## src/alu_defs.svh

```systemverilog
//////////////////////////////////////////////////
// widths and iteration counts of the ALU pipeline
// MUL_STEPS and DIV_STEPS must follow ALU_WIDTH
//////////////////////////////////////////////////
`ifndef ALU_DEFS_SVH
`define ALU_DEFS_SVH

// operand width
`define ALU_WIDTH 32

// opcode width, codes of the CPU documentation
`define ALU_OP_BITS 5

// sequence tag carried along with each operation
`define ALU_TAG_BITS 4

// radix-4 Booth, two multiplier bits per step
`define MUL_STEPS 16

// non-restoring divide, one quotient bit per step
`define DIV_STEPS 32

`endif

```

## src/aluOpPkg.sv

```systemverilog
//////////////////////////////////////////////////
// opcodes and operation request of the ALU
// INCPC uses the free code 10011
//////////////////////////////////////////////////
`default_nettype none

`include "alu_defs.svh"

package aluOpPkg;

	// 5-bit codes, same numbering as the CPU documentation
	typedef enum logic [`ALU_OP_BITS-1:0] {
		opAdd   = 5'b00011,
		opSub   = 5'b00100,
		opShr   = 5'b00101,
		opShra  = 5'b00110,
		opShl   = 5'b00111,
		opRor   = 5'b01000,
		opRol   = 5'b01001,
		opAnd   = 5'b01010,
		opOr    = 5'b01011,
		opMul   = 5'b01111,
		opDiv   = 5'b10000,
		opNeg   = 5'b10001,
		opNot   = 5'b10010,
		opIncPc = 5'b10011
	} aluOpE;

	// one operation, 73 bits
	// neg, not and incpc work on b
	typedef struct packed {
		aluOpE                    op;
		logic [`ALU_WIDTH-1:0]    a;
		logic [`ALU_WIDTH-1:0]    b;
		logic [`ALU_TAG_BITS-1:0] tag;
	} aluReqT;

endpackage

`default_nettype wire

```

## src/aluResultPkg.sv

```systemverilog
//////////////////////////////////////////////////
// result, status and multi-cycle state types
//////////////////////////////////////////////////
`default_nettype none

`include "alu_defs.svh"

package aluResultPkg;

	// the two sticky-free status bits of a response
	typedef struct packed {
		logic divZero;
		logic badOp;
	} aluStatusT;

	// execute output and top-level response, 71 bits
	// writeHi only matters between execute and writeback
	typedef struct packed {
		logic [`ALU_WIDTH-1:0]    hi;
		logic [`ALU_WIDTH-1:0]    lo;
		logic                     writeHi;
		aluStatusT                status;
		logic [`ALU_TAG_BITS-1:0] tag;
	} aluRespT;

	// multiplier/divider states
	typedef enum logic [1:0] {
		mdIdle,
		mdMul,
		mdDiv,
		mdFix
	} mdStateE;

endpackage

`default_nettype wire

```

## src/aluExecute.sv

```systemverilog
//////////////////////////////////////////////////
// single-cycle ops finish in one clock; MUL and DIV
// block the stage until the multi-cycle unit is done
//////////////////////////////////////////////////
`default_nettype none

`include "alu_defs.svh"

module aluExecute (
	input  wire                      clk,
	input  wire                      arstN,
	input  wire                      issValid,
	input  wire aluOpPkg::aluReqT    issReq,
	output logic                     issTake,
	output logic                     exValid,
	output aluResultPkg::aluRespT    exResp,
	input  wire                      exTake
);

	localparam int W   = `ALU_WIDTH;
	localparam int SHW = $clog2(`ALU_WIDTH);

	logic                      issFire;
	logic                      isMd;
	logic                      exFree;
	logic                      mdStart;
	logic                      mdIsDiv;
	logic                      mdBusy;
	logic                      mdDone;
	logic                      mdHeld;
	logic                      mdHave;
	logic                      mdLoad;
	logic                      mdDivZero;
	logic [W-1:0]              mdHi;
	logic [W-1:0]              mdLo;
	logic [`ALU_TAG_BITS-1:0]  pendTag;
	aluResultPkg::mdStateE     pendState;
	aluResultPkg::aluRespT     scResp;
	aluResultPkg::aluRespT     mdResp;
	logic [SHW-1:0]            shAmt;
	logic                      bigShift;
	logic [W-1:0]              shraRes;
	logic [2*W-1:0]            rorWide;
	logic [2*W-1:0]            rolWide;

	assign issFire = issValid && issTake;
	assign isMd    = (issReq.op == aluOpPkg::opMul) || (issReq.op == aluOpPkg::opDiv);
	assign mdIsDiv = (issReq.op == aluOpPkg::opDiv);
	assign exFree  = !exValid || exTake;
	assign mdStart = issFire && isMd;

	// no new op while a MUL/DIV is running or its result waits
	assign issTake = (pendState == aluResultPkg::mdIdle) && !mdBusy && exFree;

	// done is a pulse, the result may have to wait for a free register
	assign mdHave = mdDone || mdHeld;
	assign mdLoad = (pendState != aluResultPkg::mdIdle) && mdHave && exFree;

	// shifts of 32 or more saturate, rotates wrap on the low bits
	assign shAmt    = issReq.b[SHW-1:0];
	assign bigShift = |issReq.b[W-1:SHW];
	assign shraRes  = $signed(issReq.a) >>> shAmt;
	assign rorWide  = {issReq.a, issReq.a} >> shAmt;
	assign rolWide  = {issReq.a, issReq.a} << shAmt;

	always_comb begin
		scResp     = '0;
		scResp.tag = issReq.tag;
		case (issReq.op)
			aluOpPkg::opAdd:   scResp.lo = issReq.a + issReq.b;
			aluOpPkg::opSub:   scResp.lo = issReq.a - issReq.b;
			aluOpPkg::opAnd:   scResp.lo = issReq.a & issReq.b;
			aluOpPkg::opOr:    scResp.lo = issReq.a | issReq.b;
			aluOpPkg::opShr:   scResp.lo = bigShift ? '0 : issReq.a >> shAmt;
			aluOpPkg::opShl:   scResp.lo = bigShift ? '0 : issReq.a << shAmt;
			aluOpPkg::opShra:  scResp.lo = bigShift ? {W{issReq.a[W-1]}} : shraRes;
			aluOpPkg::opRor:   scResp.lo = rorWide[W-1:0];
			aluOpPkg::opRol:   scResp.lo = rolWide[2*W-1:W];
			aluOpPkg::opNeg:   scResp.lo = -issReq.b;
			aluOpPkg::opNot:   scResp.lo = ~issReq.b;
			aluOpPkg::opIncPc: scResp.lo = issReq.b + 1'b1;
			// unknown code, lo stays zero
			default:           scResp.status.badOp = 1'b1;
		endcase
	end

	// MUL/DIV result, both halves written back
	always_comb begin
		mdResp                = '0;
		mdResp.hi             = mdHi;
		mdResp.lo             = mdLo;
		mdResp.writeHi        = 1'b1;
		mdResp.status.divZero = (pendState == aluResultPkg::mdDiv) && mdDivZero;
		mdResp.tag            = pendTag;
	end

	aluMulDiv i_mulDiv (
		.clk     (clk),
		.arstN   (arstN),
		.start   (mdStart),
		.isDiv   (mdIsDiv),
		.a       (issReq.a),
		.b       (issReq.b),
		.busy    (mdBusy),
		.done    (mdDone),
		.hi      (mdHi),
		.lo      (mdLo),
		.divZero (mdDivZero)
	);

	always_ff @(posedge clk or negedge arstN) begin
		if (!arstN) begin
			exValid   <= 1'b0;
			mdHeld    <= 1'b0;
			pendState <= aluResultPkg::mdIdle;
		end else begin
			if ((issFire && !isMd) || mdLoad)
				exValid <= 1'b1;
			else if (exTake)
				exValid <= 1'b0;

			if (mdLoad)
				mdHeld <= 1'b0;
			else if (mdDone)
				mdHeld <= 1'b1;

			// remember which unit op is in flight
			if (mdStart)
				pendState <= mdIsDiv ? aluResultPkg::mdDiv : aluResultPkg::mdMul;
			else if (mdLoad)
				pendState <= aluResultPkg::mdIdle;
		end
	end

	always_ff @(posedge clk) begin
		if (mdStart)
			pendTag <= issReq.tag;
		if (issFire && !isMd)
			exResp <= scResp;
		else if (mdLoad)
			exResp <= mdResp;
	end

endmodule

`default_nettype wire

```

## src/aluIssue.sv

```systemverilog
//////////////////////////////////////////////////
// four-phase input side, inOp must hold while inReq
// is high; one-entry issue register
//////////////////////////////////////////////////
`default_nettype none

`include "alu_defs.svh"

module aluIssue (
	input  wire                  clk,
	input  wire                  arstN,
	input  wire                  inReq,
	input  wire aluOpPkg::aluReqT inOp,
	output logic                 inAck,
	output logic                 issValid,
	output aluOpPkg::aluReqT     issReq,
	input  wire                  issTake
);

	// handshake phases seen from the ALU
	typedef enum logic {
		inIdle,
		inAckd
	} inStateE;

	inStateE inState;
	logic    canLoad;
	logic    capture;

	// register free now, or freed by execute on this edge
	assign canLoad = !issValid || issTake;

	// accept only from idle so each request is taken once
	assign capture = (inState == inIdle) && inReq && canLoad;

	// ack follows the state register, rises a cycle after the capture
	assign inAck = (inState == inAckd);

	always_ff @(posedge clk or negedge arstN) begin
		if (!arstN) begin
			inState  <= inIdle;
			issValid <= 1'b0;
		end else begin
			case (inState)
				inIdle: begin
					if (capture)
						inState <= inAckd;
				end
				inAckd: begin
					// source released the request, close the exchange
					if (!inReq)
						inState <= inIdle;
				end
				default: inState <= inIdle;
			endcase

			if (capture)
				issValid <= 1'b1;
			else if (issTake)
				issValid <= 1'b0;
		end
	end

	// payload, only loaded on capture
	always_ff @(posedge clk) begin
		if (capture)
			issReq <= inOp;
	end

endmodule

`default_nettype wire

```

## src/aluMulDiv.sv

```systemverilog
//////////////////////////////////////////////////
// signed MUL, 16 Booth steps; signed DIV, 32 steps
// plus sign fix; hi/lo hold until the next start
//////////////////////////////////////////////////
`default_nettype none

`include "alu_defs.svh"

module aluMulDiv (
	input  wire                   clk,
	input  wire                   arstN,
	input  wire                   start,
	input  wire                   isDiv,
	input  wire [`ALU_WIDTH-1:0]  a,
	input  wire [`ALU_WIDTH-1:0]  b,
	output logic                  busy,
	output logic                  done,
	output logic [`ALU_WIDTH-1:0] hi,
	output logic [`ALU_WIDTH-1:0] lo,
	output logic                  divZero
);

	localparam int W  = `ALU_WIDTH;
	localparam int CW = $clog2(`DIV_STEPS) + 1;

	aluResultPkg::mdStateE state;
	logic [CW-1:0]         cnt;
	// product, or quotient in the low half while dividing
	logic [2*W-1:0]        acc;
	// sign-extended multiplicand, moves up two bits per step
	logic [2*W-1:0]        mcand;
	// multiplier with the implied zero below bit 0
	logic [W:0]            mq;
	// signed partial remainder
	logic [W:0]            rem;
	logic [W-1:0]          dvsr;
	logic                  negQ;
	logic                  negR;
	logic                  bZero;
	logic [W-1:0]          absA;
	logic [W-1:0]          absB;
	logic [2*W-1:0]        boothPart;
	logic [W:0]            remShift;
	logic [W:0]            remNext;
	logic [W:0]            remRestored;
	logic                  mulLast;
	logic                  divLast;

	assign busy    = (state != aluResultPkg::mdIdle);
	assign hi      = acc[2*W-1:W];
	assign lo      = acc[W-1:0];
	assign bZero   = (b == '0);
	assign absA    = a[W-1] ? -a : a;
	assign absB    = b[W-1] ? -b : b;
	assign mulLast = (cnt == CW'(`MUL_STEPS - 1));
	assign divLast = (cnt == CW'(`DIV_STEPS - 1));

	// radix-4 recoding of three multiplier bits
	always_comb begin
		case (mq[2:0])
			3'b001, 3'b010: boothPart = mcand;
			3'b011:         boothPart = mcand << 1;
			3'b100:         boothPart = -(mcand << 1);
			3'b101, 3'b110: boothPart = -mcand;
			default:        boothPart = '0;
		endcase
	end

	// non-restoring step, sign of the old remainder picks add or subtract
	assign remShift    = {rem[W-1:0], acc[W-1]};
	assign remNext     = rem[W] ? remShift + {1'b0, dvsr} : remShift - {1'b0, dvsr};
	assign remRestored = remNext[W] ? remNext + {1'b0, dvsr} : remNext;

	always_ff @(posedge clk or negedge arstN) begin
		if (!arstN) begin
			state   <= aluResultPkg::mdIdle;
			cnt     <= '0;
			done    <= 1'b0;
			divZero <= 1'b0;
		end else begin
			done <= 1'b0;
			case (state)
				aluResultPkg::mdIdle: begin
					if (start) begin
						cnt     <= '0;
						divZero <= isDiv && bZero;
						// zero divisor goes straight to the fix state
						if (!isDiv)
							state <= aluResultPkg::mdMul;
						else if (bZero)
							state <= aluResultPkg::mdFix;
						else
							state <= aluResultPkg::mdDiv;
					end
				end
				aluResultPkg::mdMul: begin
					cnt <= cnt + 1'b1;
					if (mulLast) begin
						state <= aluResultPkg::mdIdle;
						done  <= 1'b1;
					end
				end
				aluResultPkg::mdDiv: begin
					cnt <= cnt + 1'b1;
					if (divLast)
						state <= aluResultPkg::mdFix;
				end
				aluResultPkg::mdFix: begin
					state <= aluResultPkg::mdIdle;
					done  <= 1'b1;
				end
				default: state <= aluResultPkg::mdIdle;
			endcase
		end
	end

	always_ff @(posedge clk) begin
		case (state)
			aluResultPkg::mdIdle: begin
				if (start) begin
					mcand <= {{W{a[W-1]}}, a};
					mq    <= {b, 1'b0};
					dvsr  <= absB;
					// divide by zero leaves the dividend as remainder
					rem   <= (isDiv && bZero) ? {1'b0, a} : '0;
					acc   <= (isDiv && !bZero) ? {{W{1'b0}}, absA} : '0;
					negQ  <= a[W-1] ^ b[W-1];
					// remainder follows the dividend sign
					negR  <= a[W-1] && !bZero;
				end
			end
			aluResultPkg::mdMul: begin
				acc   <= acc + boothPart;
				mcand <= mcand << 2;
				mq    <= {{2{mq[W]}}, mq[W:2]};
			end
			aluResultPkg::mdDiv: begin
				rem          <= divLast ? remRestored : remNext;
				acc[W-1:0]   <= {acc[W-2:0], ~remNext[W]};
			end
			aluResultPkg::mdFix: begin
				// most negative / -1 wraps through the negate
				acc[2*W-1:W] <= negR ? -rem[W-1:0] : rem[W-1:0];
				acc[W-1:0]   <= negQ ? -acc[W-1:0] : acc[W-1:0];
			end
			default: ;
		endcase
	end

endmodule

`default_nettype wire

```

## src/aluPipe.sv

```systemverilog
//////////////////////////////////////////////////
// ALU pipeline top, issue -> execute -> writeback
// latency varies, results leave in issue order
//////////////////////////////////////////////////
`default_nettype none

`include "alu_defs.svh"

module aluPipe (
	input  wire                   clk,
	input  wire                   arstN,
	input  wire                   inReq,
	input  wire aluOpPkg::aluReqT inOp,
	output logic                  inAck,
	output logic                  outReq,
	output aluResultPkg::aluRespT outResp,
	input  wire                   outAck
);

	// issue to execute
	logic                  issValid;
	logic                  issTake;
	aluOpPkg::aluReqT      issReq;

	// execute to writeback
	logic                  exValid;
	logic                  exTake;
	aluResultPkg::aluRespT exResp;

	aluIssue i_issue (
		.clk      (clk),
		.arstN    (arstN),
		.inReq    (inReq),
		.inOp     (inOp),
		.inAck    (inAck),
		.issValid (issValid),
		.issReq   (issReq),
		.issTake  (issTake)
	);

	aluExecute i_execute (
		.clk      (clk),
		.arstN    (arstN),
		.issValid (issValid),
		.issReq   (issReq),
		.issTake  (issTake),
		.exValid  (exValid),
		.exResp   (exResp),
		.exTake   (exTake)
	);

	aluWriteback i_writeback (
		.clk     (clk),
		.arstN   (arstN),
		.exValid (exValid),
		.exResp  (exResp),
		.exTake  (exTake),
		.outReq  (outReq),
		.outResp (outResp),
		.outAck  (outAck)
	);

endmodule

`default_nettype wire

```

## src/aluWriteback.sv

```systemverilog
//////////////////////////////////////////////////
// HI/LO registers and four-phase output side
// one response outstanding at a time
//////////////////////////////////////////////////
`default_nettype none

`include "alu_defs.svh"

module aluWriteback (
	input  wire                        clk,
	input  wire                        arstN,
	input  wire                        exValid,
	input  wire aluResultPkg::aluRespT exResp,
	output logic                       exTake,
	output logic                       outReq,
	output aluResultPkg::aluRespT      outResp,
	input  wire                        outAck
);

	// output exchange phases
	typedef enum logic [1:0] {
		wbIdle,
		wbReq,
		wbDrain
	} wbStateE;

	wbStateE                   wbState;
	logic                      wbFire;
	logic [`ALU_WIDTH-1:0]     hiReg;
	logic [`ALU_WIDTH-1:0]     loReg;
	aluResultPkg::aluStatusT   statusReg;
	logic [`ALU_TAG_BITS-1:0]  tagReg;

	// take only once the previous exchange has fully closed
	assign exTake = (wbState == wbIdle);
	assign wbFire = exValid && exTake;
	assign outReq = (wbState == wbReq);

	// response shows the registers, writeHi is internal only
	assign outResp = {hiReg, loReg, 1'b0, statusReg, tagReg};

	always_ff @(posedge clk or negedge arstN) begin
		if (!arstN) begin
			wbState <= wbIdle;
			hiReg   <= '0;
			loReg   <= '0;
		end else begin
			if (wbFire) begin
				loReg <= exResp.lo;
				if (exResp.writeHi)
					hiReg <= exResp.hi;
			end

			case (wbState)
				wbIdle:  if (wbFire) wbState <= wbReq;
				// sink has the data, release the request
				wbReq:   if (outAck) wbState <= wbDrain;
				// wait for ack low before the next request
				wbDrain: if (!outAck) wbState <= wbIdle;
				default: wbState <= wbIdle;
			endcase
		end
	end

	always_ff @(posedge clk) begin
		if (wbFire) begin
			statusReg <= exResp.status;
			tagReg    <= exResp.tag;
		end
	end

endmodule

`default_nettype wire

```

## config.mk

```make
export PLATFORM = sky130hd
export DESIGN_NAME = aluPipe
export DESIGN_NICKNAME = d
export VERILOG_FILES = /design/src/aluOpPkg.sv /design/src/aluResultPkg.sv /design/src/aluExecute.sv /design/src/aluIssue.sv /design/src/aluMulDiv.sv /design/src/aluPipe.sv /design/src/aluWriteback.sv
export VERILOG_INCLUDE_DIRS = /design/src
export SDC_FILE = /design/constraint.sdc
export NUM_CORES = 2
export LEC_CHECK = 0
export BUFFER_PORTS_ARGS = -buffer_cell sky130_fd_sc_hd__buf_2
export CORE_MARGIN = 3
export CORE_UTILIZATION = 40
export DETAILED_ROUTE_END_ITERATION = 16
export PLACE_DENSITY_LB_ADDON = 0.2
export SLEW_MARGIN = 5
export SYNTH_ARGS = -nofsm -noshare
export SYNTH_HDL_FRONTEND = slang
export SYNTH_SLANG_ARGS = --single-unit
```

## constraint.sdc

```tcl
create_clock -name clk -period 13.6 [get_ports clk]
set_input_delay 2.04 -clock clk [delete_from_list [all_inputs] [get_ports clk]]
set_output_delay 2.04 -clock clk [all_outputs]
set_load 0.05 [all_outputs]
```

== Word-level counts from Yosys, hierarchy flattened ==
Cells that the tools add are included.
Word-level totals
  register bits: 464
  input bits: 77
  output and inout bits: 73
  logic and storage cells: 203
Cells by class
  $add $sub $neg: 14
  eq/ne operators: 35
  shifts and indexed selects: 5
  mux-type cells: 52
  bitwise operators: 7
  reductions and logical operators: 54
Operator list (number)
  one-hot mux 32 bit (12 select lines): 1
  2-to-1 mux 32 bit: 8
  one-hot mux 64 bit (4 select lines): 1
  2-to-1 mux 33 bit: 5
  one-hot mux 33 bit (2 select lines): 2
  2-to-1 mux 64 bit: 2
  negation 32 bit: 4
  negation 64 bit: 2
  one-hot mux 32 bit (4 select lines): 1
  one-hot mux 64 bit (2 select lines): 1
  one-hot mux 32 bit (3 select lines): 1
  2-to-1 mux 39 bit: 2
  adder 33 x 32 -> 33 bit: 2
  adder 64 bit: 1
  left shift 64 x 5 -> 64 bit: 1
  right shift 64 x 5 -> 32 bit: 1
  subtractor 33 x 32 -> 33 bit: 1
  adder 32 x 1 -> 32 bit, second input constant: 1
  adder 32 bit: 1
  AND 32 bit: 1
  zero test 32 bit: 1
  inverter 32 bit: 1
  OR 32 bit: 1
  left shift 32 x 5 -> 32 bit: 1
  other kinds (38): 124

== Depth between registers and ports, before layout ==
  word-level depth: 8
  gate-level depth with buffers: 28
  gate-level depth less buffers: 28

== Hierarchy ==
A second synthesis with hierarchy kept.
Second synthesis, totals
  cell total of the unflattened synthesis: 4880
  area total of the unflattened synthesis: 42530.8 um^2
By module, submodules not included
  aluMulDiv: times used 1, cells each 2784, area an instance 23422.5 um^2
  aluExecute: times used 1, cells each 1863, area an instance 13980.9 um^2
  aluWriteback: times used 1, cells each 153, area an instance 2842.7 um^2
  aluIssue: times used 1, cells each 80, area an instance 2284.7 um^2

== Worst setup path before layout ==
OpenSTA, ideal clock, no wires.
  path kind: register to register
  start point: register i_execute.i_mulDiv.state[1]
  end point: register i_execute.i_mulDiv.mcand[0] (enable)
  library setup time: 683 ps
  arrival time: 8171 ps
  data required time: 12917 ps
  setup slack: 4746 ps
  cell stages (with the launch flop): 8
  buffers on the path: 3
  clock period less this slack: 8854 ps
  cell sequence: dfrtp_1 > inv_1 > ha_1 > clkbuf_1 > inv_1 > clkbuf_1 > clkbuf_1 > o21ai_0
Between the ends
  word-level cells in the longest chain between the ends: 8
RTL lines
  start, declared: line aluMulDiv.sv:26  | aluResultPkg::mdStateE state;
  start signal, assigned: line aluMulDiv.sv:76  | state <= aluResultPkg::mdIdle;
  start signal, assigned: line aluMulDiv.sv:89  | state <= aluResultPkg::mdMul;
  start signal, assigned: line aluMulDiv.sv:91  | state <= aluResultPkg::mdFix;
  nonzero test 2 bit: line aluMulDiv.sv:49  | assign busy = (state != aluResultPkg::mdIdle);
  zero test 1 bit: line aluExecute.sv:53  | assign issTake = (pendState == aluResultPkg::mdIdle) && !mdBusy && exFree;
  logical AND 1 bit (2 in a row): line aluExecute.sv:53
  logical AND 1 bit: line aluExecute.sv:46  | assign issFire = issValid && issTake;
  logical AND 1 bit: line aluExecute.sv:50  | assign mdStart = issFire && isMd;
  != test 2 bit (no source line)
  AND reduction 2 bit (no source line) (*)
  end signal, assigned: line aluMulDiv.sv:121  | mcand <= {{W{a[W-1]}}, a};
  end signal, assigned: line aluMulDiv.sv:134  | mcand <= mcand << 2;
  end, declared: line aluMulDiv.sv:31  | logic [2*W-1:0] mcand;
Every way passes the cells marked *; elsewhere a longest branch is shown, timed or not.
A chain may end at the register's enable or synchronous reset.

== Worst setup path in the final report ==
  start point: register i_execute.i_mulDiv.mcand[0]
  end point: register i_execute.i_mulDiv.acc[61], data pin
Between the ends
  word-level cells in the longest chain between the ends: 4
RTL lines
  negation 64 bit, on equally long branches: line aluMulDiv.sv:64, aluMulDiv.sv:63
  one-hot mux 64 bit (4 select lines) (*): line aluMulDiv.sv:60  | case (mq[2:0])
  adder 64 bit (*): line aluMulDiv.sv:133  | acc <= acc + boothPart;
  one-hot mux 32 bit (3 select lines) (*): line aluMulDiv.sv:118  | case (state)
  end signal, assigned: line aluMulDiv.sv:126  | acc <= (isDiv && !bZero) ? {{W{1'b0}}, absA} : '0;
  end signal, assigned: line aluMulDiv.sv:133
  end signal, assigned by index: line aluMulDiv.sv:139  | acc[W-1:0] <= {acc[W-2:0], ~remNext[W]};
  end, declared: line aluMulDiv.sv:29  | logic [2*W-1:0] acc;
Marks and branches as above.

==> results_dict.tcl <==
set metrics [dict create \
    status "finished clean" \
    grt_pass1_wl_mm 275 \
    fill_cells 10500 \
    synth_enable_flop_cells 348 \
    finalPower_mw 11.4 \
    start_kind "flop" \
    worst_slack_ns 6.70 \
    r2r_end "i_execute.i_mulDiv.acc[61]" \
    ys_seq_area_share_pct 30.9 \
    grt_max_degree 73 \
    syn_inst 5073 \
    multi_input_comb_area_um2 27600 \
    cp_max_fo 9 \
    period_needed_ns 6.90 \
    synthFlopType "edfxtp_1" \
    grt.overflow.total 0 \
    fin_nets 5411 \
    utilization_pct 44.4 \
    cts-root-buf "clkbuf_16" \
    path_buf_inv 1 \
    p_per_area_nw_per_um2 244 \
    ys_warn_count 0 \
    syn_nets 5423 \
    htreeDepth 2 \
    numCtsBuffers 58 \
    die_area_um2 110000 \
    antenna_found_initial 3 \
    cts_hold_buf 0 \
    async_reset_ff_share_pct 17.7 \
    netlist.area_leader.share_pct 24.5 \
    holdPathEnd "i_writeback.tagReg[3]" \
    cpPeakStageDelay_ns 0.57 \
    route.met3.wl_mm 14.2 \
    top_layer "met5" \
    slowest_stage "a21boi_1" \
    clock_skew_ns 0.0449 \
    hold_path_class "flop to flop" \
    endpoint_kind "flop" \
    insertion_delay_ns 0.69 \
    leakage_nw 18.2 \
    holdCritStartpoint "i_execute.exResp[3]" \
    firstDrtPassIters 7 \
    critPathArrivalTime_ns 7.32 \
    path_cells "inv_1, ha_1, nor3b_1, nand4_1, or2_2, or3_1, nand2_1, xnor2_1, nand2_1, a21oi_1, a221o_1, ha_1, a21o_1, a2111oi_0, o41ai_1, o2bb2ai_1, a211oi_1, o21ai_0, a21boi_1, o21ai_0, xnor2_1, o22ai_1" \
    rsz0062_at_grt "false" \
    cp_data_required_time_ns 14.02 \
    post_cts_buffers 0 \
    max_freq_mhz 145 \
    route.detailed.drc 0 \
    syn_to_final_growth_pct 9.94 \
    syn_area_um2 42600 \
    cts_buffer_depth 3 \
    cts_sinks 464 \
    dpl.hpwl_mm 145 \
    tightest_slew_ns 1.34 \
    synth_most_common_cell "nand2_1" \
    regArea_um2 13200 \
    drt_wl_total_mm 191 \
    hold_viol_final 0 \
    synth-seq-cells 464 \
    die_w_um 332 \
    ys_types 94 \
    core_area_um2 106000 \
    hold_depth 0 \
    pin_count 150 \
    cts-resized-gates 0 \
    wl_met1_mm 78.0 \
    place_ws_ns 6.88 \
    start_util_pct 40.4 \
    r2r_cells 22 \
    routabilityCongestion 1.09 \
    path_class "flop to flop" \
    ir_worst_vdd_v 0.000152 \
    route.met2.wl_mm 85.1 \
    drt.antenna.violating_nets 0 \
    rows 119 \
    port_buffers 148 \
    wl_per_cell_um 29.3 \
    dr.first_iter.drc_count 4767 \
    crit_family "compound AO/OA/AOI/OAI gates" \
    synth_area_leader_cell "edfxtp_1" \
    vias_per_cell 6.40 \
    vias 41700 \
    cts_tree "built" \
    slew_headroom_pct 8.20 \
    r2r-start "i_execute.i_mulDiv.mcand[0]" \
    grt_usage_pct 33.4 \
    setup_viol 0 \
    die_h_um 332 \
    drive_above_1_share_pct 11.2 \
    min_period_over_period_pct 50.7 \
    clk_transition_reported_paths_ns 0.07 \
    yosys-top-cells-count "nand2_1 (617), nor2_1 (465), o21ai_0 (408)" \
    synth_area_per_cell_um2 8.40 \
    yosys-top-cells-area "edfxtp_1 (25%), ha_1 (7.9%), nand2_1 (5.4%)" \
    r2r_slack_ns 6.70 \
    grt_pass1_vias 39100 \
    drv_cap 0 \
    setup_tns_ns 0 \
    final_max_slew_viol_count 0 \
]
[routing by layer]
layer	up-vias	track usage, %
met5	-	0
met4	2	19.9
met3	508	4.56
met2	1994	52.8
met1	20400	43.7
li1	18800	-
[flip-flops by register name (all words and copies together), names as in the netlist, 2 cells and up]
signal                    cells
i_issue.issReq               73
i_execute.exResp             71
i_execute.i_mulDiv.acc       64
i_execute.i_mulDiv.mcand     64
i_execute.i_mulDiv.mq        33
i_execute.i_mulDiv.rem       33
i_execute.i_mulDiv.dvsr      32
i_writeback.hiReg            32
i_writeback.loReg            32
i_execute.i_mulDiv.cnt        6
i_execute.pendTag             4
i_writeback.tagReg            4
i_execute.i_mulDiv.state      2
i_execute.pendState           2
i_writeback.outResp           2
i_writeback.wbState           2
[layout by cell type, fill, tap and decap left out, types with 32 or more instances in the layout]
cell type and instances:
edfxtp_1 348, inv_1 152, buf_4 128, mux2_2 79, nand2b_1 41, a21oi_1 382
o21bai_1 36, nor2_1 463, nand4_1 48, nor4_1 50, nand2_1 617, o221ai_1 41
o31ai_1 39, dfxtp_1 34, dfrtp_1 82, o22ai_1 97, a221oi_1 44, nor3_1 97
xnor2_1 236, or3_1 37, buf_2 147, clkbuf_16 65, mux4_2 58, a211oi_1 45
mux2i_1 92, a31oi_1 45, and2_1 40, o211ai_1 36, or4_1 32, a21o_1 111
ha_1 267, a22oi_1 46, nand3_1 99, o21ai_0 405, xor2_1 143
[cells by family (layout without fill, tap and decap cells)]
family | after synthesis | in the layout | share of synthesized area, %
other | 1 | 9 | 0.00880
flip-flops | 464 | 464 | 30.9
AO/OA/AOI/OAI | 1565 | 1565 | 23.5
adder cells (fa/ha/maj) | 273 | 273 | 8.10
buffers and inverters | 506 | 543 | 4.52
multiplexers | 229 | 229 | 7.31
XOR/XNOR | 380 | 380 | 7.83
AND/OR/NAND/NOR | 1655 | 1655 | 17.8
[final cells by class]
cell class | instances | area share (%)
well taps | 1391 | 3.71
flip-flops and latches | 464 | 28.1
clock inverters | 28 | 0.523
multi-input cells | 4103 | 59.0
diodes | 8 | 0.0427
repair buffers | 275 | 3.62
clock buffers | 81 | 3.71
inverters | 159 | 1.27
[per-stage QoR]
stage	cells	hold WS, ns	cell area, um^2
after floorplan	5073	0.400	42600
after detailed placement	6392	0.407	44900
after global placement	6392	0.404	44900
after global routing	6501	0.432	46800
final	6509	0.419	46900
after CTS	6501	0.421	46800
[power by group]
group | leakage (nW) | switching (mW) | internal (mW)
Combinational | 12.7 | 4.68 | 2.43
Sequential | 4.61 | 0.522 | 2.20
Clock | 0.954 | 0.675 | 0.917
[worst max path at each step]
stage	start	to	slack, ns	cells after the start
floorplan	i_execute.i_mulDiv.state[1]	i_execute.i_mulDiv.mcand[0]	4.75	7
global placement	i_execute.i_mulDiv.mcand[0]	i_execute.i_mulDiv.acc[61]	6.98	22
detailed placement	i_execute.i_mulDiv.mcand[0]	i_execute.i_mulDiv.acc[55]	6.88	22
CTS	i_execute.i_mulDiv.mcand[0]	i_execute.i_mulDiv.acc[55]	6.86	22
global route	i_execute.i_mulDiv.mcand[0]	i_execute.i_mulDiv.acc[62]	6.35	18
finish	i_execute.i_mulDiv.mcand[0]	i_execute.i_mulDiv.acc[61]	6.70	22
Power figures use the tool's default switching activity.
